`src/hdl/l2_bram.sv`:
```
// Single-port synchronous RAM with a registered read-first output.
// The output only loads on rd_en and is cleared by reset.
`timescale 1ns/1ps

module l2_bram #(
    parameter int WIDTH = 8,
    parameter int DEPTH = 32
) (
    input  logic                                       clk,
    input  logic                                       wr_rst,
    input  logic [((DEPTH > 1) ? $clog2(DEPTH) : 1)-1:0] addr,
    input  logic                                       we,
    input  logic                                       rd_en,
    input  logic [WIDTH-1:0]                           wdata,
    output logic [WIDTH-1:0]                           rdata
);

    logic [WIDTH-1:0] mem [DEPTH];

    always_ff @(posedge clk) begin
        if (we) begin
            mem[addr] <= wdata;
        end
    end

    // nonblocking read sees the contents before this edge's write
    always_ff @(posedge clk) begin
        if (wr_rst) begin
            rdata <= '0;
        end else if (rd_en) begin
            rdata <= mem[addr];
        end
    end

    addr_in_range: assert property (
        @(posedge clk) disable iff (wr_rst)
        (we || rd_en) |-> (int'(addr) < DEPTH)
    ) else $error("l2_bram address %0d out of range", addr);

endmodule

```
`config.mk`:
```
export PLATFORM = sky130hd
export DESIGN_NAME = l2_bram
export DESIGN_NICKNAME = d
export VERILOG_FILES = /design/src/hdl/l2_bram.sv
export SDC_FILE = /design/constraint.sdc
export NUM_CORES = 1
export LEC_CHECK = 0
export BUFFER_PORTS_ARGS = -buffer_cell sky130_fd_sc_hd__buf_2
export CELL_PAD_IN_SITES_DETAIL_PLACEMENT = 1
export CELL_PAD_IN_SITES_GLOBAL_PLACEMENT = 1
export CORE_ASPECT_RATIO = 1.75
export CORE_MARGIN = 8
export CORE_UTILIZATION = 55
export DETAILED_ROUTE_END_ITERATION = 12
export GPL_TIMING_DRIVEN = 0
export PLACE_DENSITY = 0.76
export SYNTH_ARGS = -nofsm -noshare
export SYNTH_HDL_FRONTEND = slang
export SYNTH_SLANG_ARGS = --single-unit
```
`constraint.sdc`:
```
create_clock -name clk -period 2.57 [get_ports clk]
set_clock_uncertainty 0.15 [all_clocks]
set_input_delay 0.1285 -clock clk [delete_from_list [all_inputs] [get_ports clk]]
set_output_delay 0.1285 -clock clk [all_outputs]
set_load 0.01 [all_outputs]
```
==> run_results.csv <==
group,metric,value,unit
status,status,"complete, no violations",
route,routed_wirelength,27.1,mm
route,drc,0,
route,first_pass_iters,5,
cells_and_area,nFillCells,1590,
flow_run,cap_violations,0,
critical_path,worstPathArrival,2.47,ns
synthesis,seq_area_frac_synth,75.3,%
cells_and_area,drive_gt1_share,23.5,%
critical_path,crit_path_frequent_cell,"buf_4",
global_route,grt_pass1_vias,5720,
sta,fin_crit,2.48,ns
cells_and_area,antenna_cells,0,
placement,io_buffer_count,23,
critical_path,critical_path.max_fanout,10,
die,io_pins,25,
critical_path,worst-path-buf-inv,4,
cells_and_area,fin_util,62.2,%
route,drt_iter0_drc,482,
synthesis,yosys_warnings,0,
synthesis,netlist_instances,515,
clocking,clkSlewWorstSetupHoldPaths,0.07,ns
critical_path,worstPathRequired,2.57,ns
min_path,holdPathStages,1,
critical_path,worstSetupEndpointType,"flip-flop",
min_path,hold_class,"primary input to flip-flop",
route,wl_per_cell,33.1,microns
route,final_antenna_net_count,0,
die,dieArea,0.0238,sq mm
sta,fmax,404,MHz
route,met3_wirelength,1.50,mm
clocking,clockBufferDepth,3,
critical_path,critical_path_class,"primary input to flip-flop",
critical_path,max_stage_delay,0.88,ns
critical_path,setup.reg_to_reg.worst_slack,0.63,ns
die,placementRows,66,
clocking,clock-sinks,264,
min_path,hold_end,"mem[11][5]",
die,start_util,56.1,%
die,die_w,120,microns
critical_path,r2r_start,"mem[1][3]",
pwr,power,8.58,mW
critical_path,cp-start-kind,"primary input",
sta,rsz0062_at_grt,"false",
clocking,ctsResizeCount,0,
synthesis,async_reset_ff_share,0,%
global_route,grt_util_all_layers,23.4,%
placement,place_ws,-0.444,ns
pwr,p_leak,3.70,nW
die,core,0.0186,sq mm
die,fp.dieH,198,microns
critical_path,worstPathCellList,"buf_4 -> buf_6 -> buf_4 -> buf_4 -> nand3b_1 -> nor2_1",
critical_path,crit_family,"simple AND/OR/NAND/NOR gates",
synthesis,ys_types,54,
synthesis,synth_top_cell_area_share,73.8,%
sta,slew_headroom,38.1,%
route,vias_per_cell,6.55,
global_route,grt_max_degree,33,
route,wl_met1,10.5,mm
critical_path,reg2regPathDepth,4,
sta,tightest_slew,0.925,ns
synthesis,avgSynthCellArea,20.2,sq um
cells_and_area,nNetsFinal,583,
placement,hpwlAfterDp,18.4,mm
clocking,cts_tree,"done",
global_route,grt_pass1_wl,39.8,mm
sta,hold_viol_final,0,
clocking,htreeDepth,1,
sta,worst_slack,0.0942,ns
clocking,post_cts_buffers,0,
critical_path,crit_path_top_delay_cell,"nor2_1",
min_path,holdCritStartpoint,"wdata[5]",
sta,fin_crit_sh,96.3,%
global_route,antenna_found_initial,0,
clocking,cts_inserted_buffers,23,
cells_and_area,syn2layout_area_growth,10.9,%
pwr,p_per_area,742,mW/mm^2
global_route,grt.overflow.total,0,
synthesis,synth-edff-count,256,
synthesis,yosys-top-cells-area,"edfxtp_1 74%, mux4_2 8.4%, mux4_1 2.8%",
synthesis,syn_nets,532,
route,route.met2.wl,14.4,mm
synthesis,synthFlopType,"edfxtp_1",
synthesis,synth.ff_latch_count,264,
placement,gp_congestion,0.936,
critical_path,rr_endpoint,"rdata[3]",
route,vias,5372,
clocking,cts_root_buf,"clkbuf_16",
sta,report.final.slew_viol_count,0,
clocking,worst_skew_pair.late_latency,0.52,ns
route,routed.top_layer,"met4",
pwr,ir_worst_vdd,602,uV
sta,setup_viol,0,
synthesis,yosysTopAreaCell,"edfxtp_1",
clocking,cts_hold_buffers,3,
synthesis,syn_area,0.0104,sq mm
-- per-stage QoR --
step	cell area, sq um	instances	hold slack (ns)	TNS [ns]
floorplan	10400	515	0.0464	0
global placement	10800	776	0.291	-57.21
detailed placement	10800	776	0.300	-73.99
CTS	11600	820	0.0256	0
global route	11600	820	0.0458	0
finish	11600	820	0.0252	0
-- metal layers --
metal | vias to the layer above | global-route usage (%)
li1 | 2238 | -
met1 | 2875 | 29.1
met2 | 214 | 41.8
met3 | 45 | 2.71
met4 | 0 | 7.44
met5 | - | 0
-- synthesized netlist by cell type, types with 2 or more instances --
master    instances
nor2_1           44
buf_2             7
a21oi_1           2
o21bai_1          3
a211oi_1          4
dfxtp_1           8
a31oi_1           3
mux2i_1          20
edfxtp_1        256
mux2_2            9
nor4b_1           2
a22o_1            3
nor2b_1           2
buf_4             9
mux4_1           11
and3_1            2
nand3b_1          3
a311oi_1          4
clkbuf_1          3
nor3_1            2
a211o_1           2
and4_1            3
o22a_1            2
nand3_1           6
o22ai_1           3
or2_2             3
nand2_1          13
a22oi_1          16
buf_6             6
o21ai_0           2
mux4_2           39
-- worst reg2reg max path: stages, from the launching register on --
cell      delay (ns)
edfxtp_1        0.38
mux4_1          0.54
a22o_1          0.25
a211oi_1        0.36
a311oi_1        0.15
-- logic make-up (layout without fill, tap and decap cells) --
family	count (synthesis)	count (layout)	synth area share (%)
compound gates	51	51	3.89
buf+inv	28	95	1.96
flops	264	264	75.3
mux	79	79	14.1
simple gates	93	93	4.75
-- worst max path at each step --
stage | slack, ns | from | cells after the start | endpoint
after global placement | -0.39 | addr[1] | 6 | mem[30][3]
after floorplan | 0.46 | addr[1] | 6 | mem[12][0]
after global routing | 0.006 | addr[1] | 6 | mem[27][4]
final | 0.09 | addr[1] | 6 | mem[30][7]
after detailed placement | -0.44 | addr[1] | 6 | mem[31][5]
after CTS | 0.1 | addr[1] | 6 | mem[30][7]
-- sequential cells by signal, indices dropped and copies added, names as in the netlist --
register and flops:
rdata 8, mem 256
-- cells in the final DEF (no fill, tap or decap), types with 3 or more instances in the layout --
cell type      netlist  layout
mux2_2               9       9
a22o_1               3       3
a31oi_1              3       3
clkbuf_16            0      23
nand3_1              6       6
nand2_1             13      13
edfxtp_1           256     256
o22ai_1              3       3
nor2_1              44      44
clkinv_1             0       4
mux2i_1             20      20
or2_2                3       3
dlygate4sd3_1        0       3
clkbuf_1             3       9
mux4_2              39      39
a311oi_1             4       4
buf_6                6       6
nand3b_1             3       3
buf_2                7      30
a211oi_1             4       4
mux4_1              11      11
o21bai_1             3       3
a22oi_1             16      16
dfxtp_1              8       8
and4_1               3       3
buf_4                9       9
-- final cells by class --
cell class	instances	area (sq um)	area share (%)
Sequential cell	264	7850	67.9
Timing Repair Buffer	26	145	1.26
Clock inverter	12	96.3	0.834
Tap cell	238	298	2.58
Clock buffer	29	598	5.17
Inverter	1	3.75	0.0325
Multi-Input combinational cell	223	2370	20.5
Buffer	27	200	1.73
-- report_power, final --
| part | switching [mW] | internal (mW) | leakage (nW) | total [mW] |
|---|---|---|---|---|
| registers | 0.0220 | 4.78 | 2.37 | 4.80 |
| logic | 0.333 | 0.179 | 0.997 | 0.512 |
| clock network | 1.50 | 1.76 | 0.332 | 3.26 |
(Power assumes the default switching activity.)
