`src/hdl/l2_cfg.svh`:
```
// Size parameters of the L2 local storage.
// Included by every RTL file and the testbench.
`ifndef L2_CFG_SVH
`define L2_CFG_SVH

// associativity
`define L2_WAYS       4
`define L2_WAY_BITS   2

// set index, the top bits pick the bank
`define L2_SET_BITS   6
`define L2_BANK_BITS  1
`define L2_BANKS      (1 << `L2_BANK_BITS)
`define L2_ROW_BITS   (`L2_SET_BITS - `L2_BANK_BITS)

// stored fields
`define L2_TAG_BITS   10
`define L2_LINE_BITS  64
`define L2_STATE_BITS 3

`endif

```
`src/hdl/l2_pkg.sv`:
```
// Types shared by the L2 local storage modules.
`include "l2_cfg.svh"

package l2_pkg;

    // one set index, seen whole or as bank and row
    typedef union packed {
        logic [`L2_SET_BITS-1:0] raw;
        struct packed {
            logic [`L2_BANK_BITS-1:0] bank;
            logic [`L2_ROW_BITS-1:0]  row;
        } split;
    } l2_set_u;

endpackage

```
`src/hdl/l2_wr_if.sv`:
```
// Decoded write port, driven by the write decoder and seen by every way.
`timescale 1ns/1ps
`include "l2_cfg.svh"

interface l2_wr_if ();

    logic [`L2_ROW_BITS-1:0]   row;
    logic [`L2_LINE_BITS-1:0]  line;
    logic [`L2_TAG_BITS-1:0]   tag;
    logic [`L2_STATE_BITS-1:0] state;

    // enables indexed [way][bank]
    logic [`L2_WAYS-1:0][`L2_BANKS-1:0] line_we;
    logic [`L2_WAYS-1:0][`L2_BANKS-1:0] tag_we;
    logic [`L2_WAYS-1:0][`L2_BANKS-1:0] state_we;

    modport decode (
        output row, line, tag, state,
        output line_we, tag_we, state_we
    );

    modport store (
        input row, line, tag, state,
        input line_we, tag_we, state_we
    );

endinterface

```
`src/hdl/l2_wr_decode.sv`:
```
// Turns the write strobes, way and set into per-way, per-bank enables.
// Purely combinational, so a write lands at the edge where its strobe is high.
`timescale 1ns/1ps
`include "l2_cfg.svh"

module l2_wr_decode import l2_pkg::*; (
    input  l2_set_u                   set_in,
    input  logic [`L2_WAY_BITS-1:0]   way,
    input  logic                      wr_en_line,
    input  logic                      wr_en_state,
    input  logic                      wr_en_fill,
    input  logic                      wr_en_all_ways,
    input  logic [`L2_LINE_BITS-1:0]  wr_data_line,
    input  logic [`L2_TAG_BITS-1:0]   wr_data_tag,
    input  logic [`L2_STATE_BITS-1:0] wr_data_state,
    l2_wr_if.decode                   wr
);

    logic [`L2_WAYS-1:0]  way_sel;
    logic [`L2_BANKS-1:0] bank_sel;
    logic                 line_req;
    logic                 tag_req;
    logic                 state_req;

    // a fill writes every field, broadcast forces the state write
    assign line_req  = wr_en_line | wr_en_fill;
    assign tag_req   = wr_en_fill;
    assign state_req = wr_en_state | wr_en_fill | wr_en_all_ways;

    always_comb begin
        for (int w = 0; w < `L2_WAYS; w++) begin
            way_sel[w] = wr_en_all_ways || (int'(way) == w);
        end
        for (int b = 0; b < `L2_BANKS; b++) begin
            bank_sel[b] = (int'(set_in.split.bank) == b);
        end
    end

    always_comb begin
        for (int w = 0; w < `L2_WAYS; w++) begin
            for (int b = 0; b < `L2_BANKS; b++) begin
                wr.line_we[w][b]  = line_req  & way_sel[w] & bank_sel[b];
                wr.tag_we[w][b]   = tag_req   & way_sel[w] & bank_sel[b];
                wr.state_we[w][b] = state_req & way_sel[w] & bank_sel[b];
            end
        end
    end

    assign wr.row   = set_in.split.row;
    assign wr.line  = wr_data_line;
    assign wr.tag   = wr_data_tag;
    assign wr.state = wr_data_state;

endmodule

```
`src/flat_wrapper.sv`:
```
// flat-port wrapper written by rule: the top's interface ports become plain ports
module l2_wr_decode_flat import l2_pkg::*;
  (set_in, way, wr_en_line, wr_en_state, wr_en_fill, wr_en_all_ways, wr_data_line, wr_data_tag, wr_data_state, wr_row, wr_line, wr_tag, wr_state, wr_line_we, wr_tag_we, wr_state_we);
  l2_wr_if wr_i ();
  input  l2_set_u set_in;
  input  logic [`L2_WAY_BITS-1:0] way;
  input  logic wr_en_line;
  input  logic wr_en_state;
  input  logic wr_en_fill;
  input  logic wr_en_all_ways;
  input  logic [`L2_LINE_BITS-1:0] wr_data_line;
  input  logic [`L2_TAG_BITS-1:0] wr_data_tag;
  input  logic [`L2_STATE_BITS-1:0] wr_data_state;
  output wire logic [$bits(wr_i.row)-1:0] wr_row;
  output wire logic [$bits(wr_i.line)-1:0] wr_line;
  output wire logic [$bits(wr_i.tag)-1:0] wr_tag;
  output wire logic [$bits(wr_i.state)-1:0] wr_state;
  output wire logic [$bits(wr_i.line_we)-1:0] wr_line_we;
  output wire logic [$bits(wr_i.tag_we)-1:0] wr_tag_we;
  output wire logic [$bits(wr_i.state_we)-1:0] wr_state_we;
  assign wr_row = wr_i.row;
  assign wr_line = wr_i.line;
  assign wr_tag = wr_i.tag;
  assign wr_state = wr_i.state;
  assign wr_line_we = wr_i.line_we;
  assign wr_tag_we = wr_i.tag_we;
  assign wr_state_we = wr_i.state_we;
  l2_wr_decode u_core (.set_in(set_in), .way(way), .wr_en_line(wr_en_line), .wr_en_state(wr_en_state), .wr_en_fill(wr_en_fill), .wr_en_all_ways(wr_en_all_ways), .wr_data_line(wr_data_line), .wr_data_tag(wr_data_tag), .wr_data_state(wr_data_state), .wr(wr_i));
endmodule
```
`config.mk`:
```
export PLATFORM = sky130hd
export DESIGN_NAME = l2_wr_decode_flat
export DESIGN_NICKNAME = d
export VERILOG_FILES = /design/src/hdl/l2_pkg.sv /design/src/hdl/l2_wr_if.sv /design/src/hdl/l2_wr_decode.sv /design/src/flat_wrapper.sv
export VERILOG_INCLUDE_DIRS = /design/src /design/src/hdl
export SDC_FILE = /design/constraint.sdc
export NUM_CORES = 1
export LEC_CHECK = 0
export ABC_CLOCK_PERIOD_IN_PS = 1540
export BUFFER_PORTS_ARGS = -buffer_cell sky130_fd_sc_hd__clkbuf_2
export CORE_AREA = 2 2 76 78
export DETAILED_ROUTE_END_ITERATION = 8
export DIE_AREA = 0 0 78 80
export SYNTH_ARGS = -nofsm -noshare
export SYNTH_HDL_FRONTEND = slang
export SYNTH_SLANG_ARGS = --single-unit
```
`constraint.sdc`:
```
create_clock -name vclk -period 1.54
set_input_delay 0.308 -clock vclk [all_inputs]
set_output_delay 0.308 -clock vclk [all_outputs]
set_load 0.02 [all_outputs]
```
==> results.yml <==
clock_network:
  post-cts-setup-buffer-count: 0
  hold_buffers: 0
  cts-resized-gates: 0
final_layout:
  nets: 162
  area_growth_pct: -46.1
  n_antenna_cell: 0
  finalNonFillerCells: 143
  seq_area_um2: 0
  nFlopsAndLatches: 0
  stdcell_area_um2: 438
  fin_util_pct: 8.10
  final_layout_size_suffix_gt1_share_pct: 46.5
  nClkBuffers: 0
sta:
  finalSetupTns_ns: 0
  drv_slew: 0
  fin_ws_ns: 0.0989
  worstMarginPinSlew_ns: 0.491
  fin_crit_ns: 1.44
  timing.final.crit_share_pct: 93.6
  final-setup-viol-count: 0
  hold_viol: 0
  rsz0062_at_grt: "no"
  hold_ws_ns: 0.616
  fmax_ghz: 0.694
  worst_slew_margin_rel_pct: 66.9
critical_path:
  critPathKind: "primary input to primary output"
  worstSetupStartpointType: "primary input"
  cp.required_ns: 1.23
  worstPathArrival_ns: 1.13
  crit_path_end_kind: "primary output"
  critPathMaxFanout: 5
global_routing:
  grt_max_degree: 13
  grt_antenna_before_repair: 0
  grt-ovfl-total: 0
  track_usage_pct: 6.29
  grt_pass1_vias: 539
  grt_pass1_wl_um: 3040
place:
  port_buffers: 31
  dp_hpwl_um: 1930
  dp_cells: 143
  dpl_worst_slack_ns: 0.0343
  placed_area_um2: 432
  gp_congestion: 0.591
synth:
  synth_top_area_cell: "buf_4"
  synth_top_area_share_pct: 75.8
  synthTopCellsByCount: "buf_4, nor2_1, nor2b_1, a21oi_1, buf_2"
  synthAdderAreaFrac_pct: 0
  synth_cell_types: 11
  synth_nets: 213
  ys_seq_area_share_pct: 0
  syn_area_um2: 812
  yosys_warnings: 0
  synth_most_common_cell: "buf_4"
  syn_inst: 124
  synth_xor_area_share_pct: 0
  synthMuxAreaShare_pct: 0
  synth_area_per_cell_um2: 6.55
  synth.area.top_cells: "buf_4, nor2_1, nor2b_1, a21oi_1, buf_2"
  synth_top_family_by_area: "buffers and inverters"
  synth-compound-area-share_pct: 4.78
  synth-simple-area-share_pct: 18.2
outcome:
  status: "completed"
floorplan:
  ios: 195
  design.core.area_mm2: 0.00541
  die_h_um: 80
  row_count: 27
  die_area_mm2: 0.00624
  dieWidth_um: 78
  initial_core_util_pct: 15.0
pwr:
  power.leakage_nw: 0.217
  power_density_mw_per_mm2: 362
  p_total_mw: 0.158
  peakVddDrop_mv: 0.0524
detailed_routing:
  drt_pass1_iterations: 4
  detail_route.wl_per_cell_um: 15.3
  drtAntennaViolNets: 0
  drc: 0
  wl_um: 2190
  via_per_inst: 3.27
  dr_total_vias: 468
  drt_iter0_drc: 2
flow_run:
  maxCapViolCount: 0
hold_path:
  hp-class: "primary input to primary output"
-- power breakdown --
group	switching (mW)	internal, mW
clock	0	0
combinational	0.109	0.0499
sequential	0	0
total	0.109	0.0499
-- cells in the final DEF (no fill, tap or decap) --
cell,n
nor2b_1,6
a21oi_1,4
or2b_1,1
nor2_1,24
o21ai_0,1
nand2_1,1
o21bai_1,1
a31oi_2,1
or2_4,1
clkbuf_2,31
-- path summary, 6_finish.rpt --
| check | startpoint | endpoint | slack (ns) | depth (start not counted) |
|---|---|---|---|---|
| worst max-delay path | wr_en_fill | wr_state_we[7] | 0.1 | 5 |
| worst min-delay path | wr_data_line[10] | wr_line[10] | 0.62 | 0 |
-- logic make-up after synthesis --
group,count (synthesis)
buffers and inverters,84
AOI/OAI and AO/OA,7
and+or+nand+nor,33
-- worst max-delay path, cell delays in order --
cell and delay, ns:
clkbuf_2 0.11, or2_4 0.27, a31oi_2 0.22, nor2b_1 0.07, clkbuf_2 0.15
-- layout make-up --
class / instances / area, um2
Tap cell: 72 / 90.1
Timing Repair Buffer: 31 / 155
Multi-Input combinational cell: 40 / 193
Fill cell: 675 / 4970
-- per-layer routing --
metal | up-vias | routed length, um | track usage (%)
li1 | 191 | - | -
met1 | 184 | 494 | 4.09
met5 | - | 0 | 0
met2 | 55 | 1010 | 9.91
met4 | 0 | 206 | 6.14
met3 | 38 | 478 | 6.11
(Power assumes the default switching activity.)
