### config.mk
export PLATFORM = sky130hd
export DESIGN_NAME = l2_rd_select
export DESIGN_NICKNAME = d
export VERILOG_FILES = /design/src/hdl/l2_pkg.sv /design/src/hdl/l2_rd_select.sv
export VERILOG_INCLUDE_DIRS = /design/src /design/src/hdl
export SDC_FILE = /design/constraint.sdc
export NUM_CORES = 1
export LEC_CHECK = 0
export ABC_AREA = 1
export BUFFER_PORTS_ARGS = -buffer_cell sky130_fd_sc_hd__buf_4
export CAP_MARGIN = 5
export CORE_AREA = 2 2 359 361
export DETAILED_ROUTE_END_ITERATION = 16
export DIE_AREA = 0 0 361 363
export GPL_TIMING_DRIVEN = 1
export PLACE_DENSITY = 0.3
export SYNTH_ARGS = -nofsm -noshare
export SYNTH_HDL_FRONTEND = slang
export SYNTH_SLANG_ARGS = --single-unit
### constraint.sdc
create_clock -name clk -period 1.2 [get_ports clk]
set_input_delay 0.06 -clock clk [delete_from_list [all_inputs] [get_ports clk]]
set_output_delay 0.06 -clock clk [all_outputs]
set_load 0.005 [all_outputs]
### src/hdl/l2_cfg.svh
// Size parameters of the L2 local storage.
// Included by every RTL file and the testbench.
`ifndef L2_CFG_SVH
`define L2_CFG_SVH

// associativity
`define L2_WAYS       4
`define L2_WAY_BITS   2

// set index, the top bits pick the bank
`define L2_SET_BITS   6
`define L2_BANK_BITS  1
`define L2_BANKS      (1 << `L2_BANK_BITS)
`define L2_ROW_BITS   (`L2_SET_BITS - `L2_BANK_BITS)

// stored fields
`define L2_TAG_BITS   10
`define L2_LINE_BITS  64
`define L2_STATE_BITS 3

`endif

### src/hdl/l2_pkg.sv
// Types shared by the L2 local storage modules.
`include "l2_cfg.svh"

package l2_pkg;

    // one set index, seen whole or as bank and row
    typedef union packed {
        logic [`L2_SET_BITS-1:0] raw;
        struct packed {
            logic [`L2_BANK_BITS-1:0] bank;
            logic [`L2_ROW_BITS-1:0]  row;
        } split;
    } l2_set_u;

endpackage

### src/hdl/l2_rd_select.sv
// Registers the read bank and picks each way's bank output with it.
// The bank is held until the next read, so outputs stay stable meanwhile.
`timescale 1ns/1ps
`include "l2_cfg.svh"

module l2_rd_select import l2_pkg::*; (
    input  logic                      clk,
    input  logic                      wr_rst,
    input  logic                      rd_en,
    input  l2_set_u                   set_in,
    input  logic [`L2_LINE_BITS-1:0]  bank_line  [`L2_WAYS][`L2_BANKS],
    input  logic [`L2_TAG_BITS-1:0]   bank_tag   [`L2_WAYS][`L2_BANKS],
    input  logic [`L2_STATE_BITS-1:0] bank_state [`L2_WAYS][`L2_BANKS],
    output logic [`L2_LINE_BITS-1:0]  rd_line    [`L2_WAYS],
    output logic [`L2_TAG_BITS-1:0]   rd_tag     [`L2_WAYS],
    output logic [`L2_STATE_BITS-1:0] rd_state   [`L2_WAYS]
);

    logic [`L2_BANK_BITS-1:0] rd_bank;

    // the set may move on after the read, so keep the bank it asked for
    always_ff @(posedge clk) begin
        if (wr_rst) begin
            rd_bank <= '0;
        end else if (rd_en) begin
            rd_bank <= set_in.split.bank;
        end
    end

    always_comb begin
        for (int w = 0; w < `L2_WAYS; w++) begin
            rd_line[w]  = bank_line[w][rd_bank];
            rd_tag[w]   = bank_tag[w][rd_bank];
            rd_state[w] = bank_state[w][rd_bank];
        end
    end

endmodule

==> results_dict.tcl, run 1 <==
set metrics [dict create \
    wire_per_inst_um 24.7 \
    drv_cap 0 \
    grt_pass1_wl_mm 108 \
    dieArea_um2 131000 \
    crit_path_end_kind "primary output" \
    core_area_um2 127000 \
    synth_area_leaders "inv_1, nand2_1, o21ai_0" \
    status "finished, violations left" \
    p_per_area_nw_per_um2 478 \
    hold_start "bank_line[53]" \
    regToRegStartpoint "rd_bank" \
    grt_pass1_vias 9707 \
    setup_tns_ps -17860 \
    whs_ps 399 \
    largestRegisters "rd_bank x1" \
    cp_max_fo 17 \
    track_usage 0.126 \
    reg2regPathDepth 5 \
    dp_hpwl_mm 83.2 \
    r2r_end "rd_bank" \
    dpl_cell_area_um2 13700 \
    drtAntennaViolNets 0 \
    gp_congestion 0.976 \
    leakage_nw 7.72 \
    path_class "flop to primary output" \
    power_mw 7.02 \
    rows 131 \
    crit_arrival_ps 1360 \
    worst_pin_slew_ps 378 \
    crit_path_start "rd_bank" \
    synth_nets 1625 \
    hold_buffers 0 \
    postSynthCellCount 1000 \
    violations "setup timing" \
    hold_violations 0 \
    multi_input_area_um2 3230 \
    dp.cells 3594 \
    drt_iter0_drc 462 \
    clkLatencyLatePin_ps 0 \
    timing.fmax_ghz 0.704 \
    die_y_um 363 \
    finalCritPeriodShare 1.18 \
    cp-endpoint "rd_line[88]" \
    maxSlewViolCount 0 \
    finalClockSkew_ps 0 \
    clk_pin_slew_ps 0 \
    fin_area_um2 14700 \
    finalCoreUtilization 0.116 \
    setup_viol_count_final 254 \
    drt-total-wl_mm 89.0 \
    synthesis.area_um2 4480 \
    vias 9888 \
    largest_register_ffs 1 \
    ios 933 \
    antenna_found_initial 27 \
    start_util 0.0353 \
    rsz0062_at_grt "true" \
    area_growth_pct 228 \
    die_w_um 361 \
    vias_per_cell 2.74 \
    synth_seq_cells 1 \
    largest_register "rd_bank" \
    rrSetupSlack_ps -40 \
    syn_area_per_cell_um2 4.48 \
    grt_remaining_overflow 0 \
    setup_ws_ps -221 \
    yosysSeqAreaShare 0.00447 \
    fillers 15100 \
    post-place-ws_ps -977 \
    yosysTopAreaCell "inv_1" \
    grt_max_degree 39 \
    yosysWarningCount 0 \
    drcViolationCount 0 \
    crit_required_ps 1140 \
    yosysUniqueCellTypes 13 \
    peakVddDrop_mv 0.113 \
    final_layout_size_suffix_gt1_frac 0.580 \
    start_kind "flop" \
    firstDrtPassIters 5 \
    finalNonFillerCells 3608 \
    final_nets 2572 \
    regArea_um2 23.8 \
    relSlewSlack 0.745 \
    min_period_ps 1420 \
    port_buffers 927 \
    synth_top_area_share 0.260 \
    hp-class "primary input to primary output" \
]
## worst min-delay path by stage
stage	endpoint	slack, ps	depth (start not counted)
after floorplan	rd_bank	190	2
after global placement	rd_line[26]	400	4
after detailed placement	rd_line[167]	400	4
after CTS	rd_line[53]	400	4
after global routing	rd_line[60]	420	4
final	rd_line[53]	400	4
## cells in the mapped netlist
master      n
buf_12      3
buf_2      20
buf_4       2
buf_6       2
buf_8      20
clkbuf_1   22
dfxtp_1     1
inv_1     310
nand2_1   310
nor2_1      2
o21ai_0   204
o21ai_1   103
o21ai_2     1
## routing by layer
layer,track usage,wire [um]
met1,0.170,40100
met2,0.207,40800
met4,0.00172,208
met3,0.0407,7620
met5,0,252
## cells by family (layout without fill, tap and decap cells)
logic type | count (synthesis) | after routing | share of synthesized area
AND/OR/NAND/NOR | 312 | 312 | 0.261
other | 0 | 1 | 0
flip-flops | 1 | 1 | 0.00447
AO/OA/AOI/OAI | 308 | 308 | 0.345
buffers and inverters | 379 | 1324 | 0.389
## area by class of cell
type | instances | share of cell area
repair buffers | 1014 | 0.558
multi-input cells | 620 | 0.220
well taps | 1662 | 0.141
inverters | 310 | 0.0792
flip-flops and latches | 1 | 0.00162
diodes | 1 | 0.000170
## where the power goes
group          leakage, nW   total (mW)  internal (mW)  switching (mW)
sequential         0.00892       0.0415         0.0358         0.00567
clock           0.00000634  0.000000112    0.000000112               0
combinational         7.71         6.98           3.45            3.52
total                 7.72         7.02           3.49            3.53
## critical path: stages, from the launching register on
cell and delay [ps]:
dfxtp_4 370, buf_12 200, buf_6 260, nand2_1 90, o21ai_2 160, buf_4 210
## repair_timing
item,CTS,global route
buffers inserted,3,3
setup endpoints to repair,252,296
cloned,3,4
resized for setup,163,115
## cell usage in the layout, fill, tap and decap left out, types with 4 or more instances in the layout
| cell type | n |
|---|---|
| buf_8 | 4 |
| o21ai_0 | 119 |
| buf_6 | 43 |
| buf_12 | 11 |
| buf_16 | 8 |
| o21ai_2 | 76 |
| o21ai_1 | 97 |
| inv_1 | 310 |
| clkbuf_16 | 4 |
| buf_4 | 943 |
| o21ai_4 | 16 |
| nand2_2 | 20 |
| nand2_1 | 290 |
No activity file was read; power rests on OpenSTA's default activity.
==> inputs of run 2 (changes only) <==
- BUFFER_PORTS_ARGS: -buffer_cell sky130_fd_sc_hd__buf_4 -> default
- CORE_AREA: 2 2 359 361 -> 3 3 358 360
- DONT_BUFFER_PORTS: default -> 1
==> run 2 against run 1 <==
The flow still finishes with violations (setup timing). Clock skew is the same. First-iteration DRC count shrank 7.1%. Sequential share of layout area grew 0.065 points. Routed wire length shrank 9.0%. Worst hold slack lost 200 ps. Combinational power shrank 19%.
==> results_dict.tcl, run 2 (synthesis gave the netlist of run 1 again) <==
set metrics [dict create \
    vias 7413 \
    setup_ws_ps -136 \
    clkLatencyLatePin_ps 0 \
    status "finished, violations left" \
    hold-path-endpoint "rd_tag[33]" \
    drtAntennaViolNets 0 \
    dp_hpwl_mm 74.0 \
    fillers 14800 \
    cp_slowest_cell "dfxtp_4" \
    worst_pin_slew_ps 567 \
    min_period_ps 1340 \
    ios 933 \
    die_w_um 361 \
    rows 130 \
    holdPathStages 2 \
    violations "setup timing" \
    dpl_cell_area_um2 8460 \
    drt_iter0_drc 429 \
    cp_max_fo 38 \
    wl_met2_mm 34.3 \
    largestRegisters "rd_bank x1" \
    top_layer_used "met5" \
    largest_register "rd_bank" \
    track_usage 0.111 \
    critPathMaxStageDelay_ps 390 \
    wire_per_inst_um 28.3 \
    finalCoreUtilization 0.0837 \
    die_y_um 363 \
    p_per_area_nw_per_um2 542 \
    dr_wl_met3_mm 7.55 \
    drv_cap 0 \
    start_kind "flop" \
    drt-total-wl_mm 81.0 \
    fin_area_um2 10500 \
    finalCritPeriodShare 1.11 \
    drcViolationCount 0 \
    hold_buffers 0 \
    final_cell_mix "inv_1, nand2_1, buf_4" \
    crit_chain "buf_12 -> buf_16 -> nand2_1 -> o21ai_1 -> buf_4" \
    grt_pass1_vias 6426 \
    hold_start "bank_tag[63]" \
    crit_path_end_kind "primary output" \
    antenna_found_initial 31 \
    path_class "flop to primary output" \
    dieArea_um2 131000 \
    peakVddDrop_mv 0.218 \
    r2r_end "rd_bank" \
    clk_pin_slew_ps 0 \
    port_buffers 0 \
    regToRegStartpoint "rd_bank" \
    hp-class "primary input to primary output" \
    final_common_cell "inv_1" \
    met1_length_mm 37.0 \
    area_growth_pct 134 \
    final_layout_size_suffix_gt1_frac 0.382 \
    gp_congestion 0.921 \
    crit_buf_inv 3 \
    largest_register_ffs 1 \
    rrSetupSlack_ps 110 \
    crit_required_ps 1140 \
    firstDrtPassIters 4 \
    grt_remaining_overflow 0 \
    leakage_nw 4.84 \
    relSlewSlack 0.618 \
    rsz0062_at_grt "true" \
    core_area_um2 125000 \
    vias_per_cell 2.59 \
    hold_violations 0 \
    timing.fmax_ghz 0.748 \
    setup_viol_count_final 193 \
    grt_max_degree 50 \
    crit_arrival_ps 1280 \
    reg2regPathDepth 5 \
    grt_pass1_wl_mm 89.9 \
    post-place-ws_ps -497 \
    start_util 0.0357 \
    final_nets 1830 \
    finalClockSkew_ps 0 \
    path_delay_family "buffers and inverters" \
    maxSlewViolCount 0 \
]
## run 2: cell types whose count changed in the layout (fill, tap and decap cells not counted), moves of 16 or more
cell / previous run / this run
buf_12: 11 / 61
buf_4: 943 / 137
nand2_1: 290 / 254
nand2_4: 0 / 47
o21ai_0: 119 / 97
o21ai_1: 97 / 81
o21ai_2: 76 / 100
## run 2: worst max path at each step
stage | from | endpoint | cells after the start | slack, ps
after floorplan | rd_bank | rd_line[0] | 6 | 210
after global placement | rd_bank | rd_line[75] | 4 | -450
after detailed placement | rd_bank | rd_line[75] | 4 | -500
after CTS | rd_bank | rd_tag[21] | 5 | -160
after global routing | rd_bank | rd_line[170] | 6 | -190
final | rd_bank | rd_line[187] | 5 | -140
## run 2: repair_timing
item                                    CTS  global route
gates cloned                              6            13
setup buffers                             8             9
endpoints found under the setup margin  209           261
pin swaps                                 5            14
resized for setup                       171           247
## run 2: layout make-up
type	count	area, um2	share of cell area
inverters	310	1160	0.111
diodes	13	32.5	0.00310
well taps	1650	2060	0.197
flip-flops and latches	1	23.8	0.00227
repair buffers	272	3410	0.325
multi-input cells	620	3800	0.362
## run 2: metal layers
layer  vias to the layer above  GRT usage
met5                         -     0.0138
met4                        26     0.0168
met3                        88     0.0375
met2                       562      0.167
met1                      3337      0.154
li1                       3400          -
## run 2: per-stage QoR
stage | total power [mW] | hold slack (ps) | setup TNS (ps) | std cells
2_1_floorplan | 1.46 | 189 | 0 | 1000
3_3_place_gp | 4.87 | 216 | -21040 | 2818
6_report | 5.69 | 199 | -10560 | 2866
4_1_cts | 5.34 | 212 | -16260 | 2832
3_5_place_dp | 4.88 | 215 | -25020 | 2818
5_1_grt | 6.13 | 208 | -23590 | 2860
## run 2: power breakdown
part | total (mW) | leakage, nW | switching (mW) | internal (mW)
Clock | 0.00000144 | 0.0000807 | 0 | 0.00000144
Sequential | 0.0434 | 0.00892 | 0.00749 | 0.0359
Combinational | 5.64 | 4.83 | 3.35 | 2.30
